## src/source/rv_pkg.sv

```systemverilog
`default_nettype none

package rv_pkg;

    localparam int xlen = 64;

    typedef logic [xlen-1:0] xlen_t;
    typedef logic [4:0]      reg_addr_t;

    // major opcodes
    localparam logic [6:0] op_reg    = 7'b0110011;
    localparam logic [6:0] op_imm    = 7'b0010011;
    localparam logic [6:0] op_lui    = 7'b0110111;
    localparam logic [6:0] op_load   = 7'b0000011;
    localparam logic [6:0] op_store  = 7'b0100011;
    localparam logic [6:0] op_branch = 7'b1100011;
    localparam logic [6:0] op_jal    = 7'b1101111;

    typedef enum logic [3:0] {
        alu_add,
        alu_sub,
        alu_and,
        alu_or,
        alu_xor,
        alu_sll,
        alu_srl,
        alu_sra,
        alu_slt,
        alu_sltu
    } alu_op_t;

    typedef enum logic [1:0] {
        wb_alu = 2'b00,  // alu result
        wb_imm = 2'b01,  // lui
        wb_pc4 = 2'b10,  // jal return address
        wb_mem = 2'b11   // load data
    } wb_sel_t;

    // branch funct3
    localparam logic [2:0] br_eq  = 3'b000;
    localparam logic [2:0] br_ne  = 3'b001;
    localparam logic [2:0] br_lt  = 3'b100;
    localparam logic [2:0] br_ge  = 3'b101;
    localparam logic [2:0] br_ltu = 3'b110;
    localparam logic [2:0] br_geu = 3'b111;

    typedef struct packed {
        logic [6:0] funct7;
        reg_addr_t  rs2;
        reg_addr_t  rs1;
        logic [2:0] funct3;
        reg_addr_t  rd;
        logic [6:0] opcode;
    } inst_r_t;

    typedef struct packed {
        logic [6:0] imm_hi;
        reg_addr_t  rs2;
        reg_addr_t  rs1;
        logic [2:0] funct3;
        logic [4:0] imm_lo;
        logic [6:0] opcode;
    } inst_sb_t;

    typedef union packed {
        inst_r_t  r;
        inst_sb_t sb;  // store and branch immediates
    } inst_u;

    localparam logic [31:0] bubble_inst = 32'h0000_0013;  // addi x0, x0, 0

endpackage

`default_nettype wire

```

## src/source/hazard_unit.sv

```systemverilog
`default_nettype none

module hazard_unit import rv_pkg::*; (
    input  reg_addr_t  ex_rs1,
    input  reg_addr_t  ex_rs2,
    input  reg_addr_t  mem_rd,
    input  reg_addr_t  wb_rd,
    input  logic       mem_reg_write,
    input  logic       wb_reg_write,
    input  logic       ex_mem_read,
    input  reg_addr_t  ex_rd,
    input  reg_addr_t  id_rs1,
    input  reg_addr_t  id_rs2,
    output logic [1:0] fwd_a,
    output logic [1:0] fwd_b,
    output logic       stall
);

    // 2'b10 memory stage, 2'b01 writeback, 2'b00 register file
    function automatic logic [1:0] fwd_sel(input reg_addr_t rs);
        if (rs == '0) begin
            return 2'b00;
        end else if (mem_reg_write && mem_rd == rs) begin
            return 2'b10;  // youngest result first
        end else if (wb_reg_write && wb_rd == rs) begin
            return 2'b01;
        end
        return 2'b00;
    endfunction

    always_comb begin
        fwd_a = fwd_sel(ex_rs1);
        fwd_b = fwd_sel(ex_rs2);
    end

    // load result not ready until writeback
    assign stall = ex_mem_read && ex_rd != '0 && (ex_rd == id_rs1 || ex_rd == id_rs2);

endmodule

`default_nettype wire

```

## config.mk

```make
export PLATFORM = sky130hd
export DESIGN_NAME = hazard_unit
export DESIGN_NICKNAME = d
export VERILOG_FILES = /design/src/source/rv_pkg.sv /design/src/source/hazard_unit.sv
export SDC_FILE = /design/constraint.sdc
export NUM_CORES = 1
export LEC_CHECK = 0
export BUFFER_PORTS_ARGS = -buffer_cell sky130_fd_sc_hd__buf_4
export CAP_MARGIN = 15
export CORE_AREA = 2 2 39 41
export DETAILED_ROUTE_END_ITERATION = 10
export DIE_AREA = 0 0 41 43
export PLACE_DENSITY = 0.71
export SLEW_MARGIN = 20
export SYNTH_ARGS = -nofsm -noshare
export SYNTH_HDL_FRONTEND = slang
export SYNTH_SLANG_ARGS = --single-unit
```

## constraint.sdc

```tcl
create_clock -name vclk -period 2.3
set_input_delay 0.115 -clock vclk [all_inputs]
set_output_delay 0.115 -clock vclk [all_outputs]
set_load 0.005 [all_outputs]
```

# Yosys cells after proc, flatten, opt, wreduce, memory -nomap -nowiden
# Index checks and enable logic that the tools add are counted.
[totals]
reg_bits = 0
inputBits = 38
output_inout_bits = 5
elab_cells = 30
[classes]
eq_ne = 6
n_mux = 14
reduce_logical = 10
[op_table]
columns = ["op", "n"]
rows = [
  ["5-bit equality test", 6],
  ["2-bit two-way mux", 8],
  ["5-bit logical NOT", 2],
  ["1-bit logical AND", 6],
  ["1-bit two-way mux", 6],
  ["5-bit nonzero test", 1],
  ["1-bit logical OR", 1],
]

# Longest topological paths before layout
[depth]
ltp_word = 6
depth_mapped = 4
mapped_depth_nobuf = 4

# Least setup slack after synthesis
# OpenSTA, ideal clock, no wires.
[synth_path]
kind = "input-to-output"
start = "input ex_rs1[1]"
end = "output fwd_a[0]"
t_arrival_ns = 0.967
setup_slack_ns = 1.218
path_stages = 4
n_path_buf = 0
cell_sequence = "or4_4 > nor2_4 > nor2_1 > and4_1"
[synth_between]
elab_chain_len = 6
[synth_lines]
columns = ["element", "line_no", "rtl"]
rows = [
  ["from (decl)", "hazard_unit.sv:4", "input reg_addr_t ex_rs1,"],
  ["5-bit equality test", "hazard_unit.sv:25", "end else if (wb_reg_write && wb_rd == rs) begin"],
  ["1-bit logical AND", "hazard_unit.sv:25", ""],
  ["1-bit two-way mux", "hazard_unit.sv:25", ""],
  ["1-bit two-way mux", "hazard_unit.sv:23", "end else if (mem_reg_write && mem_rd == rs) begin"],
  ["1-bit two-way mux", "hazard_unit.sv:21", "if (rs == '0) begin"],
  ["2-bit two-way mux *", "hazard_unit.sv:28", "return 2'b00;"],
  ["to (decl)", "hazard_unit.sv:14", "output logic [1:0] fwd_a,"],
]
# Every way passes the cells marked *; elsewhere a longest branch is shown, timed or not.

# Final worst setup path
# Ends and elaborated chain as after synthesis.

==> summary.md <==
| Metric | Value |
|---|---|
| Status | finished clean |
| Fin Setup TNS | 0 ps |
| FF+latch area | 0 sq um |
| Synthesized instance count | between 50 and 60 |
| Routed vias | around 530 |
| # hold bufs at CTS | 0 |
| Num sequential | 0 |
| Post-cts resize count | 0 |
| Mapped Avg Cell Area | ~7.6 sq um |
| First-pass GRT wire length | between 1500 and 2000 microns |
| Die Span Y | approximately 43 microns |
| Filler cells | 145 |
| Synth area leader | xnor2_1 |
| Number of clock buffers in the layout | 0 |
| Total core area | between 1000 and 1500 sq um |
| Most numerous cell in the Yosys netlist | xnor2_1 |
| GR peak layer | met2 |
| # setup viols final | 0 |
| Hold violation count in the final report | 0 |
| Layout cell share with drive strength beyond 1 | 0.469 |
| Slew HR | 0.787 |
| Inserted Diodes | 0 |
| Leakage power | 0.335 nW |
| Row count | 14 |
| Worst path required time | roughly 2200 ps |
| Seq/Total Area, Yosys | 0 |
| HPWL Detailed | 1140 microns |
| Fmax | roughly 740 MHz |
| Synth top cells by count | 16 x xnor2_1, 14 x xor2_1, 4 x nand3_1, 4 x nor2_1 |
| Total of max-cap violations | 0 |
| GPL Wtd Cong | approximately 0.67 |
| Worst hold margin | around 560 ps |
| Average via count per standard cell | 4.71 |
| Initial DRC count | 0 |
| Hold Crit Class | in2out |
| Drt first pass iters | 1 |
| Crit path DAT | between 1000 and 1500 ps |
| Final net count | approximately 140 |
| WL final | 1200 microns |
| Post-route DRC violation count | 0 |
| Met3 Usage GRT | 0 |
| Design area | roughly 740 sq um |
| Netlist cell types | 15 |
| Slew @ Worst Pin | ~320 ps |
| Worst Path Max Fanout | 3 |
| IR drop worst, VDD | between 60 and 70 uV |
| Pins Over Slew Limit | 0 |
| Share of the synthesized area in the top cell type | 0.349 |
| Critical path endpoint category | output pin |
| Startpoint Class | input pin |
| Period utilization | 0.585 |
| Synth-to-layout area growth | 85.4% |
| Final ANT Viol Nets | 0 |
| Setup CP Type | in2out |
| PwrDens | 167 nW/um^2 |
| Routing usage on met1 | 0.117 |
| Synthesis warning total | 0 |
| Synthesized Nets | around 90 |
| Setup repair bufs after CTS | 0 |
| Die width | between 40 and 50 microns |
| Total GRT Usage | 0.135 |
| Initial antenna violation count | 0 |
| Top Ports | 43 |
| Vias in the first global route | 508 |
| Met2 Use GR | 0.306 |
| Placed cell area | between 700 and 800 sq um |
| Die area | 1760 sq um |
| Crit path time final | around 1300 ps |
| Largest net degree at the start of global routing | 4 |
| Effective utilization at floorplan | 0.290 |
| Port Buf Inserts | 43 |
| Top cells by area, synth | xnor2_1 35%, xor2_1 31%, nand3_1 5.0%, nor2_1 3.7%, or4_1 3.7% |
| Avg WL per Cell | 10.8 microns |
| Post-Synthesis Cell Area | around 400 sq um |
| RSZ-0062 raised after global routing | no |
| Total gr overflow | 0 |
[final timing paths]
check	to	cells past startpoint	from	slack [ps]
worst min-delay path	fwd_b[0]	4	wb_reg_write	560
worst max-delay path	fwd_a[0]	6	ex_rs1[1]	950
[routing by layer]
layer  part of all wire  up-vias
met4                  0        0
met3               0.13        0
met2               0.55       36
li1                   -      274
met1               0.31      217
met5                  0        -
[worst max-delay path: stages]
cell and delay (ps):
buf_4 120, or4_4 540, nor2_4 90, nor2_1 40, and4_1 190, buf_4 130
[where the power goes]
part           internal (W)  switching [W]
Combinational     0.0000772      0.0000468
Sequential                0              0
Clock                     0              0
Total             0.0000772      0.0000468
[cell families (layout without fill, tap and decap cells)]
kind of cell | Yosys count | in the layout | synth area share
xor gates and xnor gates | 30 | 30 | 0.654
and+or+nand+nor | 21 | 21 | 0.321
buffers and inverters | 0 | 43 | 0
AOI/OAI and AO/OA | 2 | 2 | 0.0249
[area by class of cell]
type | count | area [sq um] | share of cell area
multi-input cells | 53 | 402 | 0.539
repair buffers | 43 | 323 | 0.434
well taps | 16 | 20.0 | 0.0269
[metrics by stage]
step | worst slack (ps) | std cells | power [W] | util
finish | 954 | 112 | 0.000124 | 0.538
global route | 922 | 112 | 0.000136 | 0.538
CTS | 949 | 112 | 0.000126 | 0.538
detailed placement | 949 | 112 | 0.000125 | 0.538
global placement | 949 | 112 | 0.000124 | 0.538
floorplan | 1220 | 53 | 0.0000491 | -
[cell usage in the layout (no fill, tap or decap), drive strengths merged]
cell	synthesis	layout
buf	0	43
xnor2	16	16
xor2	14	14
nor2	5	5
nand3	4	4
or4	3	3
nand4	2	2
nor4	2	2
nor3	2	2
nand2	1	1
nor4b	1	1
o21ai	1	1
a21oi	1	1
and4	1	1
Power figures use the tool's default switching activity.
