### src/source/rv_pkg.sv
`default_nettype none

package rv_pkg;

    localparam int xlen = 64;

    typedef logic [xlen-1:0] xlen_t;
    typedef logic [4:0]      reg_addr_t;

    // major opcodes
    localparam logic [6:0] op_reg    = 7'b0110011;
    localparam logic [6:0] op_imm    = 7'b0010011;
    localparam logic [6:0] op_lui    = 7'b0110111;
    localparam logic [6:0] op_load   = 7'b0000011;
    localparam logic [6:0] op_store  = 7'b0100011;
    localparam logic [6:0] op_branch = 7'b1100011;
    localparam logic [6:0] op_jal    = 7'b1101111;

    typedef enum logic [3:0] {
        alu_add,
        alu_sub,
        alu_and,
        alu_or,
        alu_xor,
        alu_sll,
        alu_srl,
        alu_sra,
        alu_slt,
        alu_sltu
    } alu_op_t;

    typedef enum logic [1:0] {
        wb_alu = 2'b00,  // alu result
        wb_imm = 2'b01,  // lui
        wb_pc4 = 2'b10,  // jal return address
        wb_mem = 2'b11   // load data
    } wb_sel_t;

    // branch funct3
    localparam logic [2:0] br_eq  = 3'b000;
    localparam logic [2:0] br_ne  = 3'b001;
    localparam logic [2:0] br_lt  = 3'b100;
    localparam logic [2:0] br_ge  = 3'b101;
    localparam logic [2:0] br_ltu = 3'b110;
    localparam logic [2:0] br_geu = 3'b111;

    typedef struct packed {
        logic [6:0] funct7;
        reg_addr_t  rs2;
        reg_addr_t  rs1;
        logic [2:0] funct3;
        reg_addr_t  rd;
        logic [6:0] opcode;
    } inst_r_t;

    typedef struct packed {
        logic [6:0] imm_hi;
        reg_addr_t  rs2;
        reg_addr_t  rs1;
        logic [2:0] funct3;
        logic [4:0] imm_lo;
        logic [6:0] opcode;
    } inst_sb_t;

    typedef union packed {
        inst_r_t  r;
        inst_sb_t sb;  // store and branch immediates
    } inst_u;

    localparam logic [31:0] bubble_inst = 32'h0000_0013;  // addi x0, x0, 0

endpackage

`default_nettype wire

### src/source/reg_file.sv
`default_nettype none

module reg_file import rv_pkg::*; (
    input  logic      clk,
    input  logic      arst_n,
    input  reg_addr_t rs1_addr,
    input  reg_addr_t rs2_addr,
    output xlen_t     rs1_data,
    output xlen_t     rs2_data,
    input  logic      we,
    input  reg_addr_t rd_addr,
    input  xlen_t     rd_data
);

    xlen_t regs [1:31];  // no storage for x0

    always_ff @(posedge clk or negedge arst_n) begin
        if (!arst_n) begin
            for (int i = 1; i < 32; i++) begin
                regs[i] <= '0;
            end
        end else if (we && rd_addr != '0) begin
            regs[rd_addr] <= rd_data;
        end
    end

    function automatic xlen_t read_port(input reg_addr_t addr);
        if (addr == '0) begin
            return '0;
        end else if (we && addr == rd_addr) begin
            return rd_data;  // write-through from writeback
        end
        return regs[addr];
    endfunction

    always_comb begin
        rs1_data = read_port(rs1_addr);
        rs2_data = read_port(rs2_addr);
    end

endmodule

`default_nettype wire

### config.mk
export PLATFORM = sky130hd
export DESIGN_NAME = reg_file
export DESIGN_NICKNAME = d
export VERILOG_FILES = /design/src/source/rv_pkg.sv /design/src/source/reg_file.sv
export SDC_FILE = /design/constraint.sdc
export NUM_CORES = 2
export LEC_CHECK = 0
export BUFFER_PORTS_ARGS = -buffer_cell sky130_fd_sc_hd__buf_2
export CAP_MARGIN = 20
export CORE_UTILIZATION = 69
export DETAILED_ROUTE_END_ITERATION = 10
export PLACE_DENSITY = 0.86
export SYNTH_ARGS = -nofsm -noshare
export SYNTH_HDL_FRONTEND = slang
export SYNTH_SLANG_ARGS = --single-unit
### constraint.sdc
create_clock -name clk -period 7.4 [get_ports clk]
set_input_delay 1.85 -clock clk [delete_from_list [all_inputs] [get_ports clk]]
set_output_delay 1.85 -clock clk [all_outputs]
set_load 0.1 [all_outputs]
## Yosys cells after proc, flatten, opt, wreduce, memory -nomap -nowiden

Cells that the tools add are included.

- Register bits after elaboration: 1984
- Output and inout port bits: 128
- Input bits: 82

- Reductions and logical operators: 7
- Order comparisons: 4
- Equal/unequal tests: 2
- Muxes and demuxes: 19
- Bitwise gates (word level): 3

Operator list:

| kind | count |
|---|---|
| 1984-bit bitwise mux | 1 |
| 64-bit two-way mux | 11 |
| 64-bit binary-select mux with 5-bit select | 2 |
| 64-bit demux with 5-bit select | 1 |
| 6-bit greater-or-equal comparator, second input constant | 3 |
| 5-bit NOT with 6-bit output | 3 |
| 5-bit equality test | 2 |
| 5-bit logical NOT | 2 |
| 6-bit by 1-bit < comparator with 1-bit output, second input constant | 1 |
| 5-bit nonzero test | 1 |
| 1-bit logical AND | 4 |
| 1-bit two-way mux | 4 |

## Depth between registers and ports, before layout

- Word-level depth: 6
- Depth in mapped cells: 10
- Mapped depth without buffers: 5

## Worst setup path before layout

OpenSTA, ideal clock, no wires.

- Kind: in2out
- From: input rs1_addr[0]
- To: output rs1_data[0]
- Buffers on the path: 6
- Slack: -0.598 ns
- Arrival time: 6.148 ns
- Cell stages on the path: 10
- Cells stage by stage: buf_4 buf_6 buf_8 buf_12 xnor2_1 nand2_2 o21bai_1 buf_6 buf_4 o41ai_1

- Cells in the longest elaborated chain, start to end: 5
- Elaborated cells on any way between the ends: 11
- Classes of those cells: eq/ne (1); mux (7); bitwise (1); reduce/logical (2)

Ends and longest elaborated chain:

| element | RTL line | RTL |
|---|---|---|
| start, declared | reg_file.sv:6 | `input reg_addr_t rs1_addr,` |
| 5-bit NOT with 6-bit output (not written as such) / 5-bit equality test (equally long branches) | reg_file.sv:33, reg_file.sv:30 |  |
| 64-bit binary-select mux with 5-bit select / 1-bit logical AND (equally long branches) | reg_file.sv:33, reg_file.sv:30 |  |
| 64-bit two-way mux (not written as such) / 1-bit two-way mux (equally long branches) | reg_file.sv:33, reg_file.sv:30 |  |
| 64-bit two-way mux (not written as such) / 1-bit two-way mux (equally long branches) | reg_file.sv:33, reg_file.sv:28 |  |
| 64-bit two-way mux * | reg_file.sv:33 | `return regs[addr];` |
| end, declared | reg_file.sv:8 | `output xlen_t rs1_data,` |

Every way passes the cells marked *; elsewhere a longest branch is shown, timed or not. The select of a mux whose other input is x is not followed.

## Worst setup path in the final report

- From: input rs1_addr[1]
- To: output rs1_data[46]

The elaborated chain is that of the path after synthesis.

==> results_dict.tcl <==
set metrics [dict create \
    netlist_area_um2 108000 \
    antenna_found_initial 39 \
    final_cell_mix "mux2_2 (2,135), dfrtp_1 (1,984), mux2i_1 (1,081), o22ai_1 (505), mux4_2 (384)" \
    fin_ws_ns 0.448 \
    ys_async_sr_fraction 1.00 \
    holdBufCountCts 0 \
    synth_cell_types 54 \
    clkTransAtPathRegs_ns 0.06 \
    drt_iter0_drc 12900 \
    syn_to_final_growth_pct 10.4 \
    grt_pass1_wl_um 538000 \
    drtAntennaViolNets 0 \
    powerDensity_nw_per_um2 280 \
    clk_root_buffer_cell "clkbuf_16" \
    io-pin-count 210 \
    fmax_ghz 0.144 \
    largest-register "regs" \
    cts.sinks 1984 \
    synth_cells 8087 \
    top_regs "regs x1984" \
    yosys_warnings 0 \
    yosysTopAreaCell "dfrtp_1" \
    crit_fanout 31 \
    vias_per_cell 7.99 \
    synth_area_leaders "dfrtp_1 (46%), mux2_2 (22%), mux2i_1 (10%)" \
    seqPwrFrac 0.441 \
    overflow 0 \
    final_core_util 0.766 \
    cp_common_cell "buf_12" \
    fin_crit_sh 0.940 \
    drv_cap 0 \
    dieArea_um2 159000 \
    holdWs_ns 0.521 \
    grt_max_degree 165 \
    largest_reg_flops 1984 \
    synth_edf_count 0 \
    finalSetupTns_ns 0 \
    ctsLongestPathBuffers 3 \
    synth-seq-cells 1984 \
    wl_um 366000 \
    finalHoldViolCount 0 \
    synth_flop_cell "dfrtp_1" \
    worst_pin_slew_ns 1.26 \
    setup_violations 0 \
    pwr-share-clk 0.318 \
    routedWlPerCell_um 36.1 \
    gp_congestion 0.908 \
    die_w_um 398 \
    finalPower_mw 33.5 \
    critPathBufInv 4 \
    grt_pass1_vias 82400 \
    rsz0062_at_grt "no" \
    critical_path_class "input port to output pin" \
    crit_path_end_kind "output pin" \
    h-tree-depth 4 \
    combPwrFrac 0.242 \
    cts_tree "built" \
    slowest_delay_ns 0.88 \
    ys_seq_area_frac 0.458 \
    numCtsBuffers 199 \
    cts_resized 0 \
    cp-start-kind "input port" \
    port_buffers 209 \
    avgSynthCellArea_um2 13.4 \
    intPower_mw 23.2 \
    design.core.area_um2 156000 \
    mostFrequentLayoutCell "mux2_2" \
    arrival_ns 5.10 \
    min_path_type "flip-flop to flip-flop" \
    critPathSlowestCell "o41ai_2" \
    post_cts_buffers 0 \
    drive_gt1_frac 0.423 \
    worstPathCellList "buf_8 > nor2b_4 > buf_12 > a221oi_1 > nor3_1 > a211oi_1 > o41ai_2 > buf_4 > buf_12" \
    start_util 0.694 \
    place_hpwl_um 198000 \
    swShare 0.308 \
    synth_fp_nets 8169 \
    finalMaxSlewViolations 0 \
    num_vias 80900 \
    drc 0 \
    place_ws_ns 0.626 \
    rows 145 \
    track_usage 0.459 \
    firstDrtPassIters 7 \
    switching_power_mw 10.3 \
    yosys.area.top_type_share 0.458 \
    cp_top_family "compound AO/OA/AOI/OAI gates" \
    ir_worst_vdd_uv 281 \
    cp_data_required_time_ns 5.55 \
    maxSlewHeadroom 0.162 \
    outcome "finished, final reports clean" \
    insertion_delay_ns 0.85 \
    fin_skew_ns 0 \
    power_leakage_nw 53.2 \
    die_h_um 398 \
    nets 7962 \
    period_needed_ns 6.95 \
]
## synth_stat cells, types with 8 or more instances
| master | number |
|---|---|
| a221oi_1 | 129 |
| nor2b_1 | 69 |
| buf_1 | 30 |
| dfrtp_1 | 1984 |
| o221ai_1 | 62 |
| mux2i_1 | 1081 |
| a32o_1 | 64 |
| buf_2 | 276 |
| o22ai_1 | 505 |
| o41ai_1 | 64 |
| a211oi_1 | 64 |
| nand2_1 | 77 |
| nand2_2 | 9 |
| buf_4 | 79 |
| mux2_1 | 44 |
| nor3_1 | 321 |
| mux4_2 | 384 |
| nand3_1 | 8 |
| o21ai_0 | 62 |
| nor2_1 | 76 |
| mux2_2 | 2135 |
| clkbuf_1 | 414 |
| buf_6 | 77 |
## through the flow
stage	area, µm²	cells
global placement	113000	9728
global route	119000	10100
CTS	119000	10100
finish	120000	10100
floorplan	109000	8087
detailed placement	113000	9736
## area by class of cell
class / count / area [µm²]
Antenna cell: 25 / 62.6
Clock buffer: 293 / 5850
Clock inverter: 74 / 952
Fill cell: 8564 / 36500
Inverter: 7 / 41.3
Multi-Input combinational cell: 5212 / 54600
Sequential cell: 1984 / 49600
Tap cell: 2058 / 2570
Timing Repair Buffer: 476 / 5770
## cells by family after synthesis
family | after synthesis | synth area share
AO/OA/AOI/OAI | 965 | 0.0641
XOR/XNOR | 7 | 0.000566
buffers and inverters | 891 | 0.0427
flip-flops | 1984 | 0.458
multiplexers | 3644 | 0.406
AND/OR/NAND/NOR | 596 | 0.0277
## worst paths after layout
kind | from | end | slack (ns) | depth (start not counted)
max | rs1_addr[1] | rs1_data[46] | 0.45 | 9
min reg2reg | regs[1270] | regs[1270] | 0.52 | 1
max reg2reg | regs[1275] | regs[1275] | 6.53 | 1
max in group asynchronous | arst_n | regs[1358] | 4.57 | 3
min | regs[1270] | regs[1270] | 0.52 | 1
min in group asynchronous | arst_n | regs[547] | 0.95 | 1
## metal layers
layer | global-route usage | part of all wire
met3 | 0.184 | 0.15
met2 | 0.650 | 0.43
met5 | 0.00454 | 0.00078
met1 | 0.571 | 0.34
met4 | 0.330 | 0.081
## power groups by stage
stage	Sequential (mW)	Combinational (mW)	Clock, mW
after global placement	14.5	7.52	0
after global routing	14.9	8.44	11.0
after CTS	14.6	7.95	10.6
after floorplan	14.2	5.83	0
final	14.8	8.09	10.7
after detailed placement	14.7	7.81	0
Note: power is estimated with default switching activity, not from simulation.
