==> config.mk <==
export PLATFORM = sky130hd
export DESIGN_NAME = decoder
export DESIGN_NICKNAME = d
export VERILOG_FILES = /design/src/source/rv_pkg.sv /design/src/source/decoder.sv
export SDC_FILE = /design/constraint.sdc
export NUM_CORES = 1
export LEC_CHECK = 0
export BUFFER_PORTS_ARGS = -buffer_cell sky130_fd_sc_hd__buf_2
export CAP_MARGIN = 25
export CORE_MARGIN = 1
export CORE_UTILIZATION = 39
export DETAILED_ROUTE_END_ITERATION = 8
export PLACE_DENSITY = 0.91
export SYNTH_ARGS = -nofsm -noshare
export SYNTH_HDL_FRONTEND = slang
export SYNTH_SLANG_ARGS = --single-unit
==> constraint.sdc <==
create_clock -name vclk -period 7.06
set_clock_uncertainty 0.2 [all_clocks]
set_input_delay 0.706 -clock vclk [all_inputs]
set_output_delay 0.706 -clock vclk [all_outputs]
set_load 0.01 [all_outputs]
==> src/source/rv_pkg.sv <==
`default_nettype none

package rv_pkg;

    localparam int xlen = 64;

    typedef logic [xlen-1:0] xlen_t;
    typedef logic [4:0]      reg_addr_t;

    // major opcodes
    localparam logic [6:0] op_reg    = 7'b0110011;
    localparam logic [6:0] op_imm    = 7'b0010011;
    localparam logic [6:0] op_lui    = 7'b0110111;
    localparam logic [6:0] op_load   = 7'b0000011;
    localparam logic [6:0] op_store  = 7'b0100011;
    localparam logic [6:0] op_branch = 7'b1100011;
    localparam logic [6:0] op_jal    = 7'b1101111;

    typedef enum logic [3:0] {
        alu_add,
        alu_sub,
        alu_and,
        alu_or,
        alu_xor,
        alu_sll,
        alu_srl,
        alu_sra,
        alu_slt,
        alu_sltu
    } alu_op_t;

    typedef enum logic [1:0] {
        wb_alu = 2'b00,  // alu result
        wb_imm = 2'b01,  // lui
        wb_pc4 = 2'b10,  // jal return address
        wb_mem = 2'b11   // load data
    } wb_sel_t;

    // branch funct3
    localparam logic [2:0] br_eq  = 3'b000;
    localparam logic [2:0] br_ne  = 3'b001;
    localparam logic [2:0] br_lt  = 3'b100;
    localparam logic [2:0] br_ge  = 3'b101;
    localparam logic [2:0] br_ltu = 3'b110;
    localparam logic [2:0] br_geu = 3'b111;

    typedef struct packed {
        logic [6:0] funct7;
        reg_addr_t  rs2;
        reg_addr_t  rs1;
        logic [2:0] funct3;
        reg_addr_t  rd;
        logic [6:0] opcode;
    } inst_r_t;

    typedef struct packed {
        logic [6:0] imm_hi;
        reg_addr_t  rs2;
        reg_addr_t  rs1;
        logic [2:0] funct3;
        logic [4:0] imm_lo;
        logic [6:0] opcode;
    } inst_sb_t;

    typedef union packed {
        inst_r_t  r;
        inst_sb_t sb;  // store and branch immediates
    } inst_u;

    localparam logic [31:0] bubble_inst = 32'h0000_0013;  // addi x0, x0, 0

endpackage

`default_nettype wire

==> src/source/decoder.sv <==
`default_nettype none

module decoder import rv_pkg::*; (
    input  inst_u   inst,
    output alu_op_t alu_op,
    output logic    use_imm,
    output logic    reg_write,
    output logic    mem_read,
    output logic    mem_write,
    output logic    branch,
    output logic    jump,
    output wb_sel_t wb_sel,
    output xlen_t   imm
);

    logic [6:0] opcode;
    alu_op_t    funct_op;  // alu op from funct3/funct7
    xlen_t      imm_i;
    xlen_t      imm_s;
    xlen_t      imm_b;
    xlen_t      imm_u;
    xlen_t      imm_j;

    assign opcode = inst.r.opcode;

    assign imm_i = {{52{inst.r.funct7[6]}}, inst.r.funct7, inst.r.rs2};
    assign imm_s = {{52{inst.sb.imm_hi[6]}}, inst.sb.imm_hi, inst.sb.imm_lo};
    assign imm_b = {{51{inst.sb.imm_hi[6]}}, inst.sb.imm_hi[6], inst.sb.imm_lo[0],
                    inst.sb.imm_hi[5:0], inst.sb.imm_lo[4:1], 1'b0};
    assign imm_u = {{32{inst.r.funct7[6]}}, inst.r.funct7, inst.r.rs2, inst.r.rs1,
                    inst.r.funct3, 12'b0};
    assign imm_j = {{43{inst.r.funct7[6]}}, inst.r.funct7[6], inst.r.rs1, inst.r.funct3,
                    inst.r.rs2[0], inst.r.funct7[5:0], inst.r.rs2[4:1], 1'b0};

    always_comb begin
        case (inst.r.funct3)
            3'b000:  funct_op = (opcode == op_reg && inst.r.funct7[5]) ? alu_sub : alu_add;
            3'b001:  funct_op = alu_sll;
            3'b010:  funct_op = alu_slt;
            3'b011:  funct_op = alu_sltu;
            3'b100:  funct_op = alu_xor;
            3'b101:  funct_op = inst.r.funct7[5] ? alu_sra : alu_srl;  // bit 30 in both forms
            3'b110:  funct_op = alu_or;
            default: funct_op = alu_and;
        endcase
    end

    always_comb begin
        alu_op    = alu_add;
        use_imm   = 1'b0;
        reg_write = 1'b0;
        mem_read  = 1'b0;
        mem_write = 1'b0;
        branch    = 1'b0;
        jump      = 1'b0;
        wb_sel    = wb_alu;
        imm       = '0;
        case (opcode)
            op_reg: begin
                alu_op    = funct_op;
                reg_write = 1'b1;
            end
            op_imm: begin
                alu_op    = funct_op;
                use_imm   = 1'b1;
                reg_write = 1'b1;
                imm       = imm_i;
            end
            op_lui: begin
                reg_write = 1'b1;
                wb_sel    = wb_imm;
                imm       = imm_u;
            end
            op_load: begin
                use_imm   = 1'b1;  // address is rs1 + imm
                reg_write = 1'b1;
                mem_read  = 1'b1;
                wb_sel    = wb_mem;
                imm       = imm_i;
            end
            op_store: begin
                use_imm   = 1'b1;
                mem_write = 1'b1;
                imm       = imm_s;
            end
            op_branch: begin
                branch = 1'b1;
                imm    = imm_b;
            end
            op_jal: begin
                jump      = 1'b1;
                reg_write = 1'b1;
                wb_sel    = wb_pc4;
                imm       = imm_j;
            end
            default: ;  // unknown opcode acts as a bubble
        endcase
    end

endmodule

`default_nettype wire

# After elaboration in Yosys (flattened, before gate mapping)
# Index checks and enable logic that the tools add are counted.
# totals
rom_bits	0
mem_bits_rw	0
latchBits	0
out_inout_bits	76
register_bits	0
n_memories	0
inputBits	32
# classes
multipliers	0
addsub	0
n_bitwise	0
n_eq_ne	13
n_lt_le_gt_ge	0
muxes	12
n_reduce_logical	6
shift	0
div	0
# op_table
cell	count
$pmux W64 S5	1
$pmux W4 S7	1
$eq A7 B6 Y1 const B	3
$eq A7 B7 Y1 const B	2
$eq A3 B3 Y1 const B	3
$mux W1	8
$eq A7 B2 Y1 const B	1
$eq A7 B5 Y1 const B	1
$eq A3 B2 Y1 const B	2
$pmux W2 S3	1
$reduce_or A5 Y1	1
$mux W4	1
$reduce_or A2 Y1	2
$eq A3 B1 Y1 const B	1
$logic_not A3 Y1	1
$reduce_or A3 Y1	1
$logic_and A1 B1 Y1	1

# Longest topological paths before layout
# logic_depth
ltp_word	5
mapped_depth	6

# Worst setup path before layout
# OpenSTA, ideal clock, no wires.
# synth_path
path_type	in2out
from	in inst[6] (netlist name)
to	out imm[32]
path_slack_ps	3716
arrival_time_ps	2438
path_buffers	2
required_time_ps	6154
path_stages	5
path_cell_list	buf_2 > or3b_1 > a21oi_4 > o21a_1 > buf_4
# synth_via
elab_chain_cells	3
word_cells_on_any_way	8
classes_between	eq/ne: 6; mux: 1; reduce/logical: 1
# synth_lines
item	line_no	source
from (decl)	decoder.sv:4	input inst_u inst,
$eq A7 B2 Y1 or $eq A7 B5 Y1 (tied branches)	decoder.sv:58	case (opcode)
$reduce_or A2 Y1 (no line)	-	
$pmux W64 S5 *	decoder.sv:58	
to (decl)	decoder.sv:13	output xlen_t imm
# Every way passes the cells marked *; elsewhere a longest branch is shown, timed or not.

# Final worst setup path
# layout_path
from	in inst[4] (netlist name)
to	out imm[60]
# Same word-level chain as after synthesis.

==> results.json <==
{
  "number_of_hold_violations_in_the_final_report": 0,
  "startpoint_type": "input pin",
  "drive_gt1_frac": 0.540,
  "first_global_vias": 922,
  "largest_net_degree_at_the_start_of_global_routing": 34,
  "area.growth.synth_to_final_pct": 29.2,
  "synth_most_common_cell": "sky130_fd_sc_hd__buf_4",
  "global_route.usage.total": 0.184,
  "hold_end": "imm[15]",
  "timing.setup.critical_path_class": "in -> out",
  "finalHoldWorstSlack_ns": 1.49,
  "hold_path.class": "in -> out",
  "pwr_density_cell_nw_per_um2": 33.0,
  "antenna_left": 0,
  "power_switching_share": 0.594,
  "die-area_um2": 2670,
  "synth_top_cells_by_area": "sky130_fd_sc_hd__buf_4, sky130_fd_sc_hd__nand3_1, sky130_fd_sc_hd__o211ai_1, sky130_fd_sc_hd__a21o_1, sky130_fd_sc_hd__inv_1",
  "synth_area_um2": 963,
  "ys_top_cells_by_count": "sky130_fd_sc_hd__buf_4, sky130_fd_sc_hd__nand3_1, sky130_fd_sc_hd__inv_1",
  "timing.critical_path.fanout_max": 33,
  "max_freq_ghz": 0.302,
  "grt_pass1_wl_um": 3950,
  "seq_area_um2": 0,
  "setup.worst_path.start": "inst[4]",
  "cts_setup_buffers": 0,
  "detail_route.wl_per_cell_um": 11.9,
  "layout.clock_buffers": 0,
  "ys.warnings.count": 0,
  "vdd_ir_drop_max_uv": 15.2,
  "required_ns": 6.15,
  "power.sequential.fraction": 0,
  "net_count_synth": 176,
  "postSynthAreaPerCell_um2": 6.69,
  "combPwrFrac": 1.000,
  "yosysTopAreaCell": "sky130_fd_sc_hd__buf_4",
  "run_status": "complete, no violations",
  "initial_utilization": 0.423,
  "hold_depth": 3,
  "first_pass_iters": 4,
  "synth_top_area_frac": 0.257,
  "yosysUniqueCellTypes": 36,
  "die_height_um": 51.7,
  "timing.critical_path.arrival_ns": 2.40,
  "p_switching_mw": 0.0244,
  "grt_overflow_total": 0,
  "setup_tns_ns": 0,
  "dr.first_iter.drc_count": 10,
  "fp-row-count": 17,
  "dr_total_vias": 1254,
  "power_frac_clock": 0,
  "setup.worst_path.end_class": "output pin",
  "fin_crit_sh": 0.469,
  "count_of_antenna_diodes_in_the_layout": 0,
  "port_buffers": 108,
  "remaining_drc_errors": 0,
  "cts_resized": 0,
  "cellInternalPower_mw": 0.0167,
  "grt_setup_unrepaired": "false",
  "worst-slew-pin-transition_ns": 0.660,
  "hpwl_um": 2260,
  "cts-hold-fix-buffers": 0,
  "period_minus_slack_ns": 3.31,
  "synth_sequential_area_ratio": 0,
  "final_net_count": 245,
  "gp_congestion": 0.729,
  "synth_cells": 144,
  "route.detailed.vias_per_inst": 5.25,
  "die_width_um": 51.7,
  "worst_hold_startpoint": "inst[15]",
  "design.core.area_um2": 2280,
  "boundaryPins": 108,
  "route.final.wire_length_um": 2840,
  "maxSlewHeadroom": 0.560,
  "design.seq.count": 0,
  "cellLeakagePower_nw": 0.884,
  "slew_viol_final": 0,
  "timing.final.setup_violations": 0,
  "maxCapViolations": 0,
  "initial_antenna_violation_count": 0
}
critical path: stages:
cell,delay [ns]
sky130_fd_sc_hd__buf_2,0.18
sky130_fd_sc_hd__or3b_1,0.41
sky130_fd_sc_hd__a21oi_4,0.26
sky130_fd_sc_hd__o21a_1,0.59
sky130_fd_sc_hd__buf_2,0.25
cells by family after synthesis:
| logic type | Yosys count | synth area share |
|---|---|---|
| buffers and inverters | 53 | 0.352 |
| AND/OR/NAND/NOR | 52 | 0.352 |
| AO/OA/AOI/OAI | 38 | 0.287 |
| XOR/XNOR | 1 | 0.00909 |
layout make-up:
class                           instances  area [um2]
Inverter                               12        45.0
Multi-Input combinational cell         91         624
Timing Repair Buffer                  108         541
Tap cell                               28        35.0
Fill cell                             244        1030
power groups by stage:
stage | logic (mW) | registers (mW) | clock network, mW
final | 0.0411 | 0 | 0
after global routing | 0.0450 | 0 | 0
after CTS | 0.0410 | 0 | 0
after detailed placement | 0.0409 | 0 | 0
after global placement | 0.0400 | 0 | 0
after floorplan | 0.0260 | 0 | 0
layer usage:
metal | global-route usage | up-vias | part of all wire
met5 | 0 | - | 0
met2 | 0.379 | 83 | 0.48
li1 | - | 622 | -
met4 | 0.00450 | 0 | 0
met1 | 0.208 | 549 | 0.39
met3 | 0.0175 | 0 | 0.12
placed cells by master (no fill, tap or decap), drive strengths merged:
cell type and n:
a21o 8, and4b 1, or3b 1, o311ai 4, nor3b 3, nor2 4, nor4 2, inv 12
a22o 1, a21oi 9, o211ai 9, nand2b 1, o211a 1, nand4 5, o21ai 3, or2 1
o21bai 1, and3 3, nor4b 1, nand2 5, buf 108, and2 3, a211o 1, nand3 16
nor2b 1, and4bb 1, o21a 1, nand3b 3, xnor2 1, nor3 1
worst max-delay path by stage:
| stage | end | slack [ns] | depth (start not counted) |
|---|---|---|---|
| after floorplan | imm[32] | 3.72 | 5 |
| after global placement | imm[45] | 3.79 | 5 |
| after detailed placement | imm[60] | 3.71 | 5 |
| after CTS | imm[60] | 3.71 | 5 |
| after global routing | imm[58] | 3.60 | 5 |
| final | imm[60] | 3.75 | 5 |
through the flow:
stage / worst slack [ns] / utilization / instance area, um2 / std cells / total power, mW
2_1_floorplan: 3.72 / - / 963 / 144 / 0.0260
3_3_place_gp: 3.79 / 0.547 / 1240 / 239 / 0.0400
3_5_place_dp: 3.71 / 0.547 / 1240 / 239 / 0.0409
4_1_cts: 3.71 / 0.547 / 1240 / 239 / 0.0410
5_1_grt: 3.60 / 0.547 / 1240 / 239 / 0.0450
6_report: 3.75 / 0.547 / 1240 / 239 / 0.0411
Note: power is estimated with default switching activity, not from simulation.
