===== src/source/rv_pkg.sv =====
`default_nettype none

package rv_pkg;

    localparam int xlen = 64;

    typedef logic [xlen-1:0] xlen_t;
    typedef logic [4:0]      reg_addr_t;

    // major opcodes
    localparam logic [6:0] op_reg    = 7'b0110011;
    localparam logic [6:0] op_imm    = 7'b0010011;
    localparam logic [6:0] op_lui    = 7'b0110111;
    localparam logic [6:0] op_load   = 7'b0000011;
    localparam logic [6:0] op_store  = 7'b0100011;
    localparam logic [6:0] op_branch = 7'b1100011;
    localparam logic [6:0] op_jal    = 7'b1101111;

    typedef enum logic [3:0] {
        alu_add,
        alu_sub,
        alu_and,
        alu_or,
        alu_xor,
        alu_sll,
        alu_srl,
        alu_sra,
        alu_slt,
        alu_sltu
    } alu_op_t;

    typedef enum logic [1:0] {
        wb_alu = 2'b00,  // alu result
        wb_imm = 2'b01,  // lui
        wb_pc4 = 2'b10,  // jal return address
        wb_mem = 2'b11   // load data
    } wb_sel_t;

    // branch funct3
    localparam logic [2:0] br_eq  = 3'b000;
    localparam logic [2:0] br_ne  = 3'b001;
    localparam logic [2:0] br_lt  = 3'b100;
    localparam logic [2:0] br_ge  = 3'b101;
    localparam logic [2:0] br_ltu = 3'b110;
    localparam logic [2:0] br_geu = 3'b111;

    typedef struct packed {
        logic [6:0] funct7;
        reg_addr_t  rs2;
        reg_addr_t  rs1;
        logic [2:0] funct3;
        reg_addr_t  rd;
        logic [6:0] opcode;
    } inst_r_t;

    typedef struct packed {
        logic [6:0] imm_hi;
        reg_addr_t  rs2;
        reg_addr_t  rs1;
        logic [2:0] funct3;
        logic [4:0] imm_lo;
        logic [6:0] opcode;
    } inst_sb_t;

    typedef union packed {
        inst_r_t  r;
        inst_sb_t sb;  // store and branch immediates
    } inst_u;

    localparam logic [31:0] bubble_inst = 32'h0000_0013;  // addi x0, x0, 0

endpackage

`default_nettype wire


===== src/source/fetch_unit.sv =====
`default_nettype none

module fetch_unit import rv_pkg::*; (
    input  logic  clk,
    input  logic  arst_n,
    input  logic  stall,
    input  logic  redirect,
    input  xlen_t redirect_pc,
    output xlen_t pc
);

    xlen_t pc_next;

    // redirect wins over a load-use hold
    always_comb begin
        if (redirect) begin
            pc_next = redirect_pc;
        end else if (stall) begin
            pc_next = pc;
        end else begin
            pc_next = pc + xlen_t'(4);  // always predict not-taken
        end
    end

    always_ff @(posedge clk or negedge arst_n) begin
        if (!arst_n) begin
            pc <= '0;
        end else begin
            pc <= pc_next;
        end
    end

endmodule

`default_nettype wire


===== config.mk =====
export PLATFORM = sky130hd
export DESIGN_NAME = fetch_unit
export DESIGN_NICKNAME = d
export VERILOG_FILES = /design/src/source/rv_pkg.sv /design/src/source/fetch_unit.sv
export SDC_FILE = /design/constraint.sdc
export NUM_CORES = 1
export LEC_CHECK = 0
export ABC_AREA = 1
export BUFFER_PORTS_ARGS = -buffer_cell sky130_fd_sc_hd__buf_4
export CORE_MARGIN = 2
export CORE_UTILIZATION = 46
export CTS_CLUSTER_DIAMETER = 150
export CTS_CLUSTER_SIZE = 40
export DETAILED_ROUTE_END_ITERATION = 12
export PLACE_DENSITY = 0.74
export SLEW_MARGIN = 20
export SYNTH_ARGS = -nofsm -noshare
export SYNTH_HDL_FRONTEND = slang
export SYNTH_SLANG_ARGS = --single-unit

===== constraint.sdc =====
create_clock -name clk -period 1.5 [get_ports clk]
set_input_delay 0.3 -clock clk [delete_from_list [all_inputs] [get_ports clk]]
set_output_delay 0.3 -clock clk [all_outputs]
set_load 0.02 [all_outputs]

-- After elaboration in Yosys (flattened, before gate mapping)
Cells that the tools add are included.
- register bits after elaboration: 64
- input port bits: 68
- output and inout port bits: 64
- word-level logic and storage cells: 5
- $add $sub $neg: 1
- equality and inequality tests: 1
- muxes and demuxes: 2
- operator list (operator ; count):
    64-bit two-way mux ; 2
    64-bit by 3-bit adder with 64-bit output, second input constant ; 1
    2-bit by 1-bit inequality test with 1-bit output, second input constant ; 1

-- Depth between registers and ports, before layout
Gate-level depths: netlist (run 1).
- depth after elaboration: 3
- depth in mapped cells: 10
- mapped depth without buffers: 10

-- Worst setup path before layout (run 1)
Ideal clock, no wire load.
- kind: reg-to-reg
- start point: reg pc[3]
- end point: reg pc[56]
- setup time: 0.117 ns
- arrival time: 1.555 ns
- data required time: 1.383 ns
- path slack: -0.173 ns
- cell stages (with the launch flop): 11
- buffers on the path: 0
- period minus slack after synthesis: 1.673 ns
- cell sequence: dfrtp_1 ha_1 nand2_2 nor2_8 nand2_4 nor2_4 nand2_4 nor2_1 nand2_1 nand3_1 nand2_1
- word-level cells in the longest chain between the ends: 3
- RTL lines (item ; line ; RTL):
    start, declared ; fetch_unit.sv:9 ; output xlen_t pc
    start signal, assigned ; fetch_unit.sv:29 ; pc <= pc_next;
    64-bit by 3-bit adder with 64-bit output ; fetch_unit.sv:21 ; pc_next = pc + xlen_t'(4);
    64-bit two-way mux ; fetch_unit.sv:18 ; end else if (stall) begin
    64-bit two-way mux ; fetch_unit.sv:16 ; if (redirect) begin
No other way between the ends. The select of a mux whose other input is x is not followed.
A chain may end at the register's enable or synchronous reset.

-- Final worst setup path (run 1)
- start point: reg pc[29]
- end point: reg pc[32]
The elaborated chain is that of the path after synthesis.

==> results of run 1 <==
## cell type report
class                   instances  area share, %
clock buffers                  12           2.07
clock inverters                 4          0.941
flip-flops and latches         64           20.3
well taps                     136           2.13
repair buffers                271           27.1
multi-input cells             609           42.2
inverters                     114           5.36
## where the power goes
part / total (mW) / internal, mW / leakage [nW] / switching [mW]
combinational: 1.99 / 0.906 / 3.13 / 1.09
sequential: 2.16 / 1.91 / 0.764 / 0.249
clock: 1.87 / 1.07 / 0.115 / 0.794
## through the flow
step	total power, mW	util [%]	instance area, um2	setup slack [ps]	std cells
after CTS	5.76	70.9	7360	-77.4	1192
after global placement	3.89	67.2	6970	-75.2	1170
after floorplan	2.92	-	4960	-16.9	805
after global routing	6.21	76.9	7980	-271	1210
after detailed placement	3.91	67.2	6970	-106	1170
final	6.02	76.9	7980	-217	1210
## worst paths after layout
check / from / end
worst min register to register: pc[1] / pc[1]
worst max register to register: pc[29] / pc[32]
worst max-delay path: pc[29] / pc[32]
worst min-delay path: redirect_pc[0] / pc[0]
max in group asynchronous: arst_n / pc[55]
min in group asynchronous: arst_n / pc[11]
## tightest hold or removal path: stages
cell	delay, ps
buf_4	80
nand2_1	40
nand2_1	50
## cell usage after synthesis
master and instances:
nor3_2 1, nor2_4 6, dfrtp_1 64, o21bai_1 11
inv_2 2, nor3_1 1, nor2_8 1, nand3_2 2
ha_1 1, nand4_1 9, buf_2 5, clkinv_1 1
o211ai_1 12, o221ai_1 1, a22o_1 4, buf_1 1
nand3_1 72, clkbuf_1 12, nor2_2 8, a21oi_1 4
nor2_1 113, xnor2_1 6, nand2_2 4, xor2_1 13
inv_1 111, nand2_4 4, o21ai_0 49, nand2_1 280
o21ai_1 7
## metal layers
metal | up-vias | share of wire (%) | global-route usage, %
li1 | 3040 | - | -
met3 | 73 | 9.4 | 4.06
met1 | 3038 | 41 | 47.3
met4 | 0 | 3.6 | 9.43
met2 | 377 | 46 | 50.0
met5 | - | 0 | 0
## kinds of logic (layout without fill, tap and decap cells)
logic type | count (synthesis) | in the layout
AND/OR/NAND/NOR | 501 | 501
buffers and inverters | 132 | 401
AO/OA/AOI/OAI | 88 | 88
flip-flops | 64 | 64
XOR/XNOR | 19 | 19
adder cells (fa/ha/maj) | 1 | 1
## timing repair
| item | CTS | global route |
|---|---|---|
| hold buffers | 1 | 0 |
| endpoints found under the hold margin | 19 | 0 |
| pin swaps | 8 | 52 |
| gates resized for setup | 29 | 165 |
| endpoints found under the setup margin | 40 | 50 |
| buffers inserted | 5 | 18 |
==> metrics.txt, run 1 <==
CP bufs+invs 0; Max VDD drop 516 uV; synth top area cells dfrtp_1 (32%), nand2_1 (21%), nor2_1 (8.6%); core area 0.0104 mm2; leakage 4.01 nW; Worst slew margin 78.0%; Post-Synth Simple-Gate Area 43.3%; CP top delay family simple AND/OR/NAND/NOR gates; Final Max Slew Viols 0; TNS Setup -3890 ps; Setup CP Type reg2reg; slowest stage delay, CP 460 ps; overall routing resource usage 32.3%; vias in the first global route 5601; First-pass DRT Iterations 5; commonest non-fill, non-tap cells in the layout buf_4 (249), nand2_1 (231), inv_1 (105); endpoint class of the critical path register; Synthesized Nets 874; Largest regs pc (64); DP HPWL 14200 um; hold path depth 3; die area 0.0116 mm2; largest family of logic cells by synthesized area simple AND/OR/NAND/NOR gates; Routed WL per cell 17.0 um; max cap viols 0; PD cells 754 mW/mm2; vias 6528; FMAX 582 MHz; skew final 11.9 ps; final net count 1138; Vias/cell 5.40; R2R setup slack -220 ps; syn_area_per_cell 6.13 um2; violations in the final reports negative setup slack; fraction of layout cells with a size suffix above 1 42.5%; Antenna Nets Post-Route 0; first-pass GRT wire length 28700 um; CTS root buf clkbuf_8; Largest register FFs 64; Yosys top cell area share 32.5%; total CTS buffers 9; Worst Setup Start Kind register; Reg clk slew, reported paths 90 ps; Seq. cell area 0.00162 mm2; DRT iter0 DRCs 812; total gr overflow 0; Vert. Die Dim 108 um; sequential area share after synthesis 32.5%; Final Cycle Share 114%; min cycle time layout 1720 ps; post-route DRC violation count 0; compound-gate portion of the synthesized area 10.5%; die width 108 um; reg2reg path depth 8; register bit count reported by yosys 64; TritonCTS clock tree yes; yosys warns 0; commonest non-fill, non-tap cell in the layout buf_4; placer congestion estimate 0.991; Mapped Area 0.00493 mm2; area grow syn2layout 61.7%; area occupied by multi-input gates 0.00336 mm2; Final WS setup -217 ps; slowest stage cell, crit path dfrtp_1; Cell variety after synth 29; required time worst endpoint 1810 ps; # rows 37; Synth Area in Adders 0.254%; largest net degree at the start of global routing 37; Antenna diodes 0; Worst Max-Slew Pin Slew 326 ps; Mapped Cells 805; # IOs 132; crit path DAT 2020 ps; Port Buffers 131; clock sinks 64; status finished with violations; Synth area leader dfrtp_1; most frequent CP cell nand2_1; HP Class in2reg; Top reg by flops pc; final wirelength 20600 um; Final Hold Fails 0; worst skew pair latency 370 ps; Post-Synth XOR/XNOR Area 3.37%; fillers 779; share of synthesized area spent on multiplexers 0%; RSZ-0062 raised after global routing true; final setup vio count 53; worst hold margin 131 ps; clock tree buffer depth 2; CP Cell Sequence nand2_1 > nor2_2 > nand2_2 > nor3_4 > nand2_1 > nand2_1 > nand3_1 > nand3_1; initial antenna violation count 0; H-tree lvl count 3; initial core utilization 47.6%; Critical Path Stages 8; crit-path max FO 6
(Power assumes the default switching activity.)
==> inputs of run 2 (changes only) <==
--- a/config.mk
+++ b/config.mk
@@ -13,6 +13,7 @@
 export CTS_CLUSTER_SIZE = 40
 export DETAILED_ROUTE_END_ITERATION = 12
 export PLACE_DENSITY = 0.74
+export SKIP_LAST_GASP = 1
 export SLEW_MARGIN = 20
 export SYNTH_ARGS = -nofsm -noshare
 export SYNTH_HDL_FRONTEND = slang
==> run 2 against run 1 <==
  * The run still ends with negative setup slack left
  * Non-clock buffer count is the same
  * Register-to-register slack gained 30 ps
  * Die area is the same
  * Worst setup slack gained 33 ps
  * First-iteration DRC count shrank 1.4%
  * Hold slack gained 2.8 ps
  * Maximum frequency grew 2.0%
  * Core utilization shrank 0.84 points
  * Clock power is essentially flat
  * Largest power group unchanged
  * Via count grew 0.44%
==> metrics.txt, run 2 (synthesis gave the netlist of run 1 again) <==
largest net degree at the start of global routing 37 (unchanged); PD cells 760 mW/mm2 (+0.71%); leakage 3.97 nW (-0.97%); total CTS buffers 9 (unchanged); GR Util met3 4.06% (unchanged); commonest non-fill, non-tap cell in the layout buf_4; Vias/cell 5.42 (+0.44%); # IOs 132 (unchanged); fraction of layout cells with a size suffix above 1 40.8% (-1.7 points); most used routing layer met2; overall routing resource usage 32.3% (about the same); die width 108 um (unchanged); post-route DRC violation count 0 (unchanged); Setup CP Type reg2reg; skew final 12.8 ps (+0.901 ps); # rows 37 (unchanged); fillers 809 (+3.9%); first-pass GRT wire length 28700 um (about the same); commonest non-fill, non-tap cells in the layout buf_4 (255), nand2_1 (233), inv_1 (106); Final Max Slew Viols 0 (unchanged); initial antenna violation count 0 (unchanged); RSZ-0062 raised after global routing true; vias 6557 (+0.44%); endpoint class of the critical path register; final wirelength 20600 um (about the same); Max VDD drop 477 uV (-7.5%); TritonCTS clock tree yes; vias in the first global route 5602 (+0.018%); GR Layer Usage met1 47.3% (about the same); clock tree buffer depth 2 (unchanged); core area 0.0104 mm2 (unchanged); initial core utilization 47.6% (unchanged); total gr overflow 0 (unchanged); Largest regs pc (64); Final WS setup -183 ps (+33.5 ps); area occupied by multi-input gates 0.00330 mm2 (-1.9%); Sw Pwr 2.12 mW (-0.49%); final net count 1138 (unchanged); Antenna diodes 0 (unchanged); hold path depth 3 (unchanged); HP Class in2reg; Top reg by flops pc; Routed WL per cell 17.0 um (about the same); clock sinks 64 (unchanged); violations in the final reports negative setup slack; H-tree lvl count 3 (unchanged); min cycle time layout 1680 ps (-33.5 ps); reg2reg path depth 8 (unchanged); area grow syn2layout 59.9%; Antenna Nets Post-Route 0 (unchanged); non-filler cells, final 1210 (unchanged); crit path DAT 1940 ps (-80 ps); GRT met2 Usage 50.0% (about the same); CTS root buf clkbuf_8; FMAX 594 MHz (+2.0%); Worst Setup Start Kind register; max cap viols 0 (unchanged); Worst Max-Slew Pin Slew 345 ps (+19.2 ps); Port Buffers 131 (unchanged); Worst slew margin 76.7% (-1.3 points); die area 0.0116 mm2 (unchanged); cell count after placement 1170 (unchanged); Vert. Die Dim 108 um (unchanged); Seq. cell area 0.00161 mm2 (about the same); First-pass DRT Iterations 6 (+1); worst skew pair latency 370 ps (about the same); placer congestion estimate 0.991 (unchanged); clock share of power 31.2% (+0.2 points); Internal Pwr Total 3.87 mW (-0.34%); Final Cycle Share 112% (-2.2 points); Largest register FFs 64 (unchanged); final setup vio count 52 (-1.9%); Final Hold Fails 0 (unchanged); status finished with violations; switching share of power 35.4% (-0.036 points); Logic pwr share 32.8% (-0.3 points); TNS Setup -4770 ps (-880 ps); Reg clk slew, reported paths 90 ps (about the same); Seq pwr share 35.9% (about the same); DRT iter0 DRCs 801 (-1.4%); DP HPWL 14200 um (unchanged); required time worst endpoint 1760 ps (-50 ps); crit-path max FO 3 (-3)
==> run 2: cell counts in the layout (fill, tap and decap cells not counted) <==
No cell type changed its count.
==> run 2: worst paths after layout <==
path / from / slack (ps) / endpoint
max: pc[12] / -180 / pc[52]
min: redirect_pc[0] / 130 / pc[0]
max reg2reg: pc[12] / -180 / pc[52]
min reg2reg: pc[1] / 480 / pc[1]
max in group asynchronous: arst_n / 570 / pc[24]
min in group asynchronous: arst_n / 380 / pc[4]
==> run 2: final cells by class <==
type | instances | share of cell area, %
inverters | 114 | 5.42
repair buffers | 271 | 27.1
flip-flops and latches | 64 | 20.5
clock inverters | 4 | 0.952
multi-input cells | 609 | 41.8
well taps | 136 | 2.16
clock buffers | 12 | 2.09
==> run 2: critical path: stages (launching register included) <==
cell and delay [ps]:
dfrtp_1 430, nand2_1 130, nor2_1 230, nand2_1 180, buf_4 170, nor2_2 160, nand4_1 100, nand3_1 100
nand2_1 60
==> run 2: metal layers <==
layer	wire length (um)	share of wire (%)
met1	8380	41
met2	9290	45
met3	1940	9.4
met4	983	4.8
met5	0	0
==> run 2: timing repair <==
action	CTS	global route
setup endpoints to repair	40	51
hold buffers	1	0
resized for setup	27	140
setup buffers	5	18
hold endpoints to repair	19	0
pin swaps	8	33
==> run 2: power by group through the flow <==
stage	Sequential [mW]	Combinational, mW	Clock, mW
after floorplan	2.35	0.567	0
after global placement	2.14	1.75	0
after detailed placement	2.14	1.77	0
after CTS	2.11	1.81	1.85
after global routing	2.16	2.11	1.92
final	2.15	1.97	1.87
==> run 2: through the flow <==
stage / setup WS [ps] / area, um2 / hold slack (ps) / utilization (%) / power (mW)
2_1_floorplan: -16.9 / 4960 / 4.41 / - / 2.92
3_3_place_gp: -75.2 / 6970 / 212 / 67.2 / 3.89
3_5_place_dp: -106 / 6970 / 209 / 67.2 / 3.91
4_1_cts: -77.4 / 7350 / 138 / 70.9 / 5.76
5_1_grt: -257 / 7890 / 159 / 76.1 / 6.19
6_report: -183 / 7890 / 134 / 76.1 / 5.99
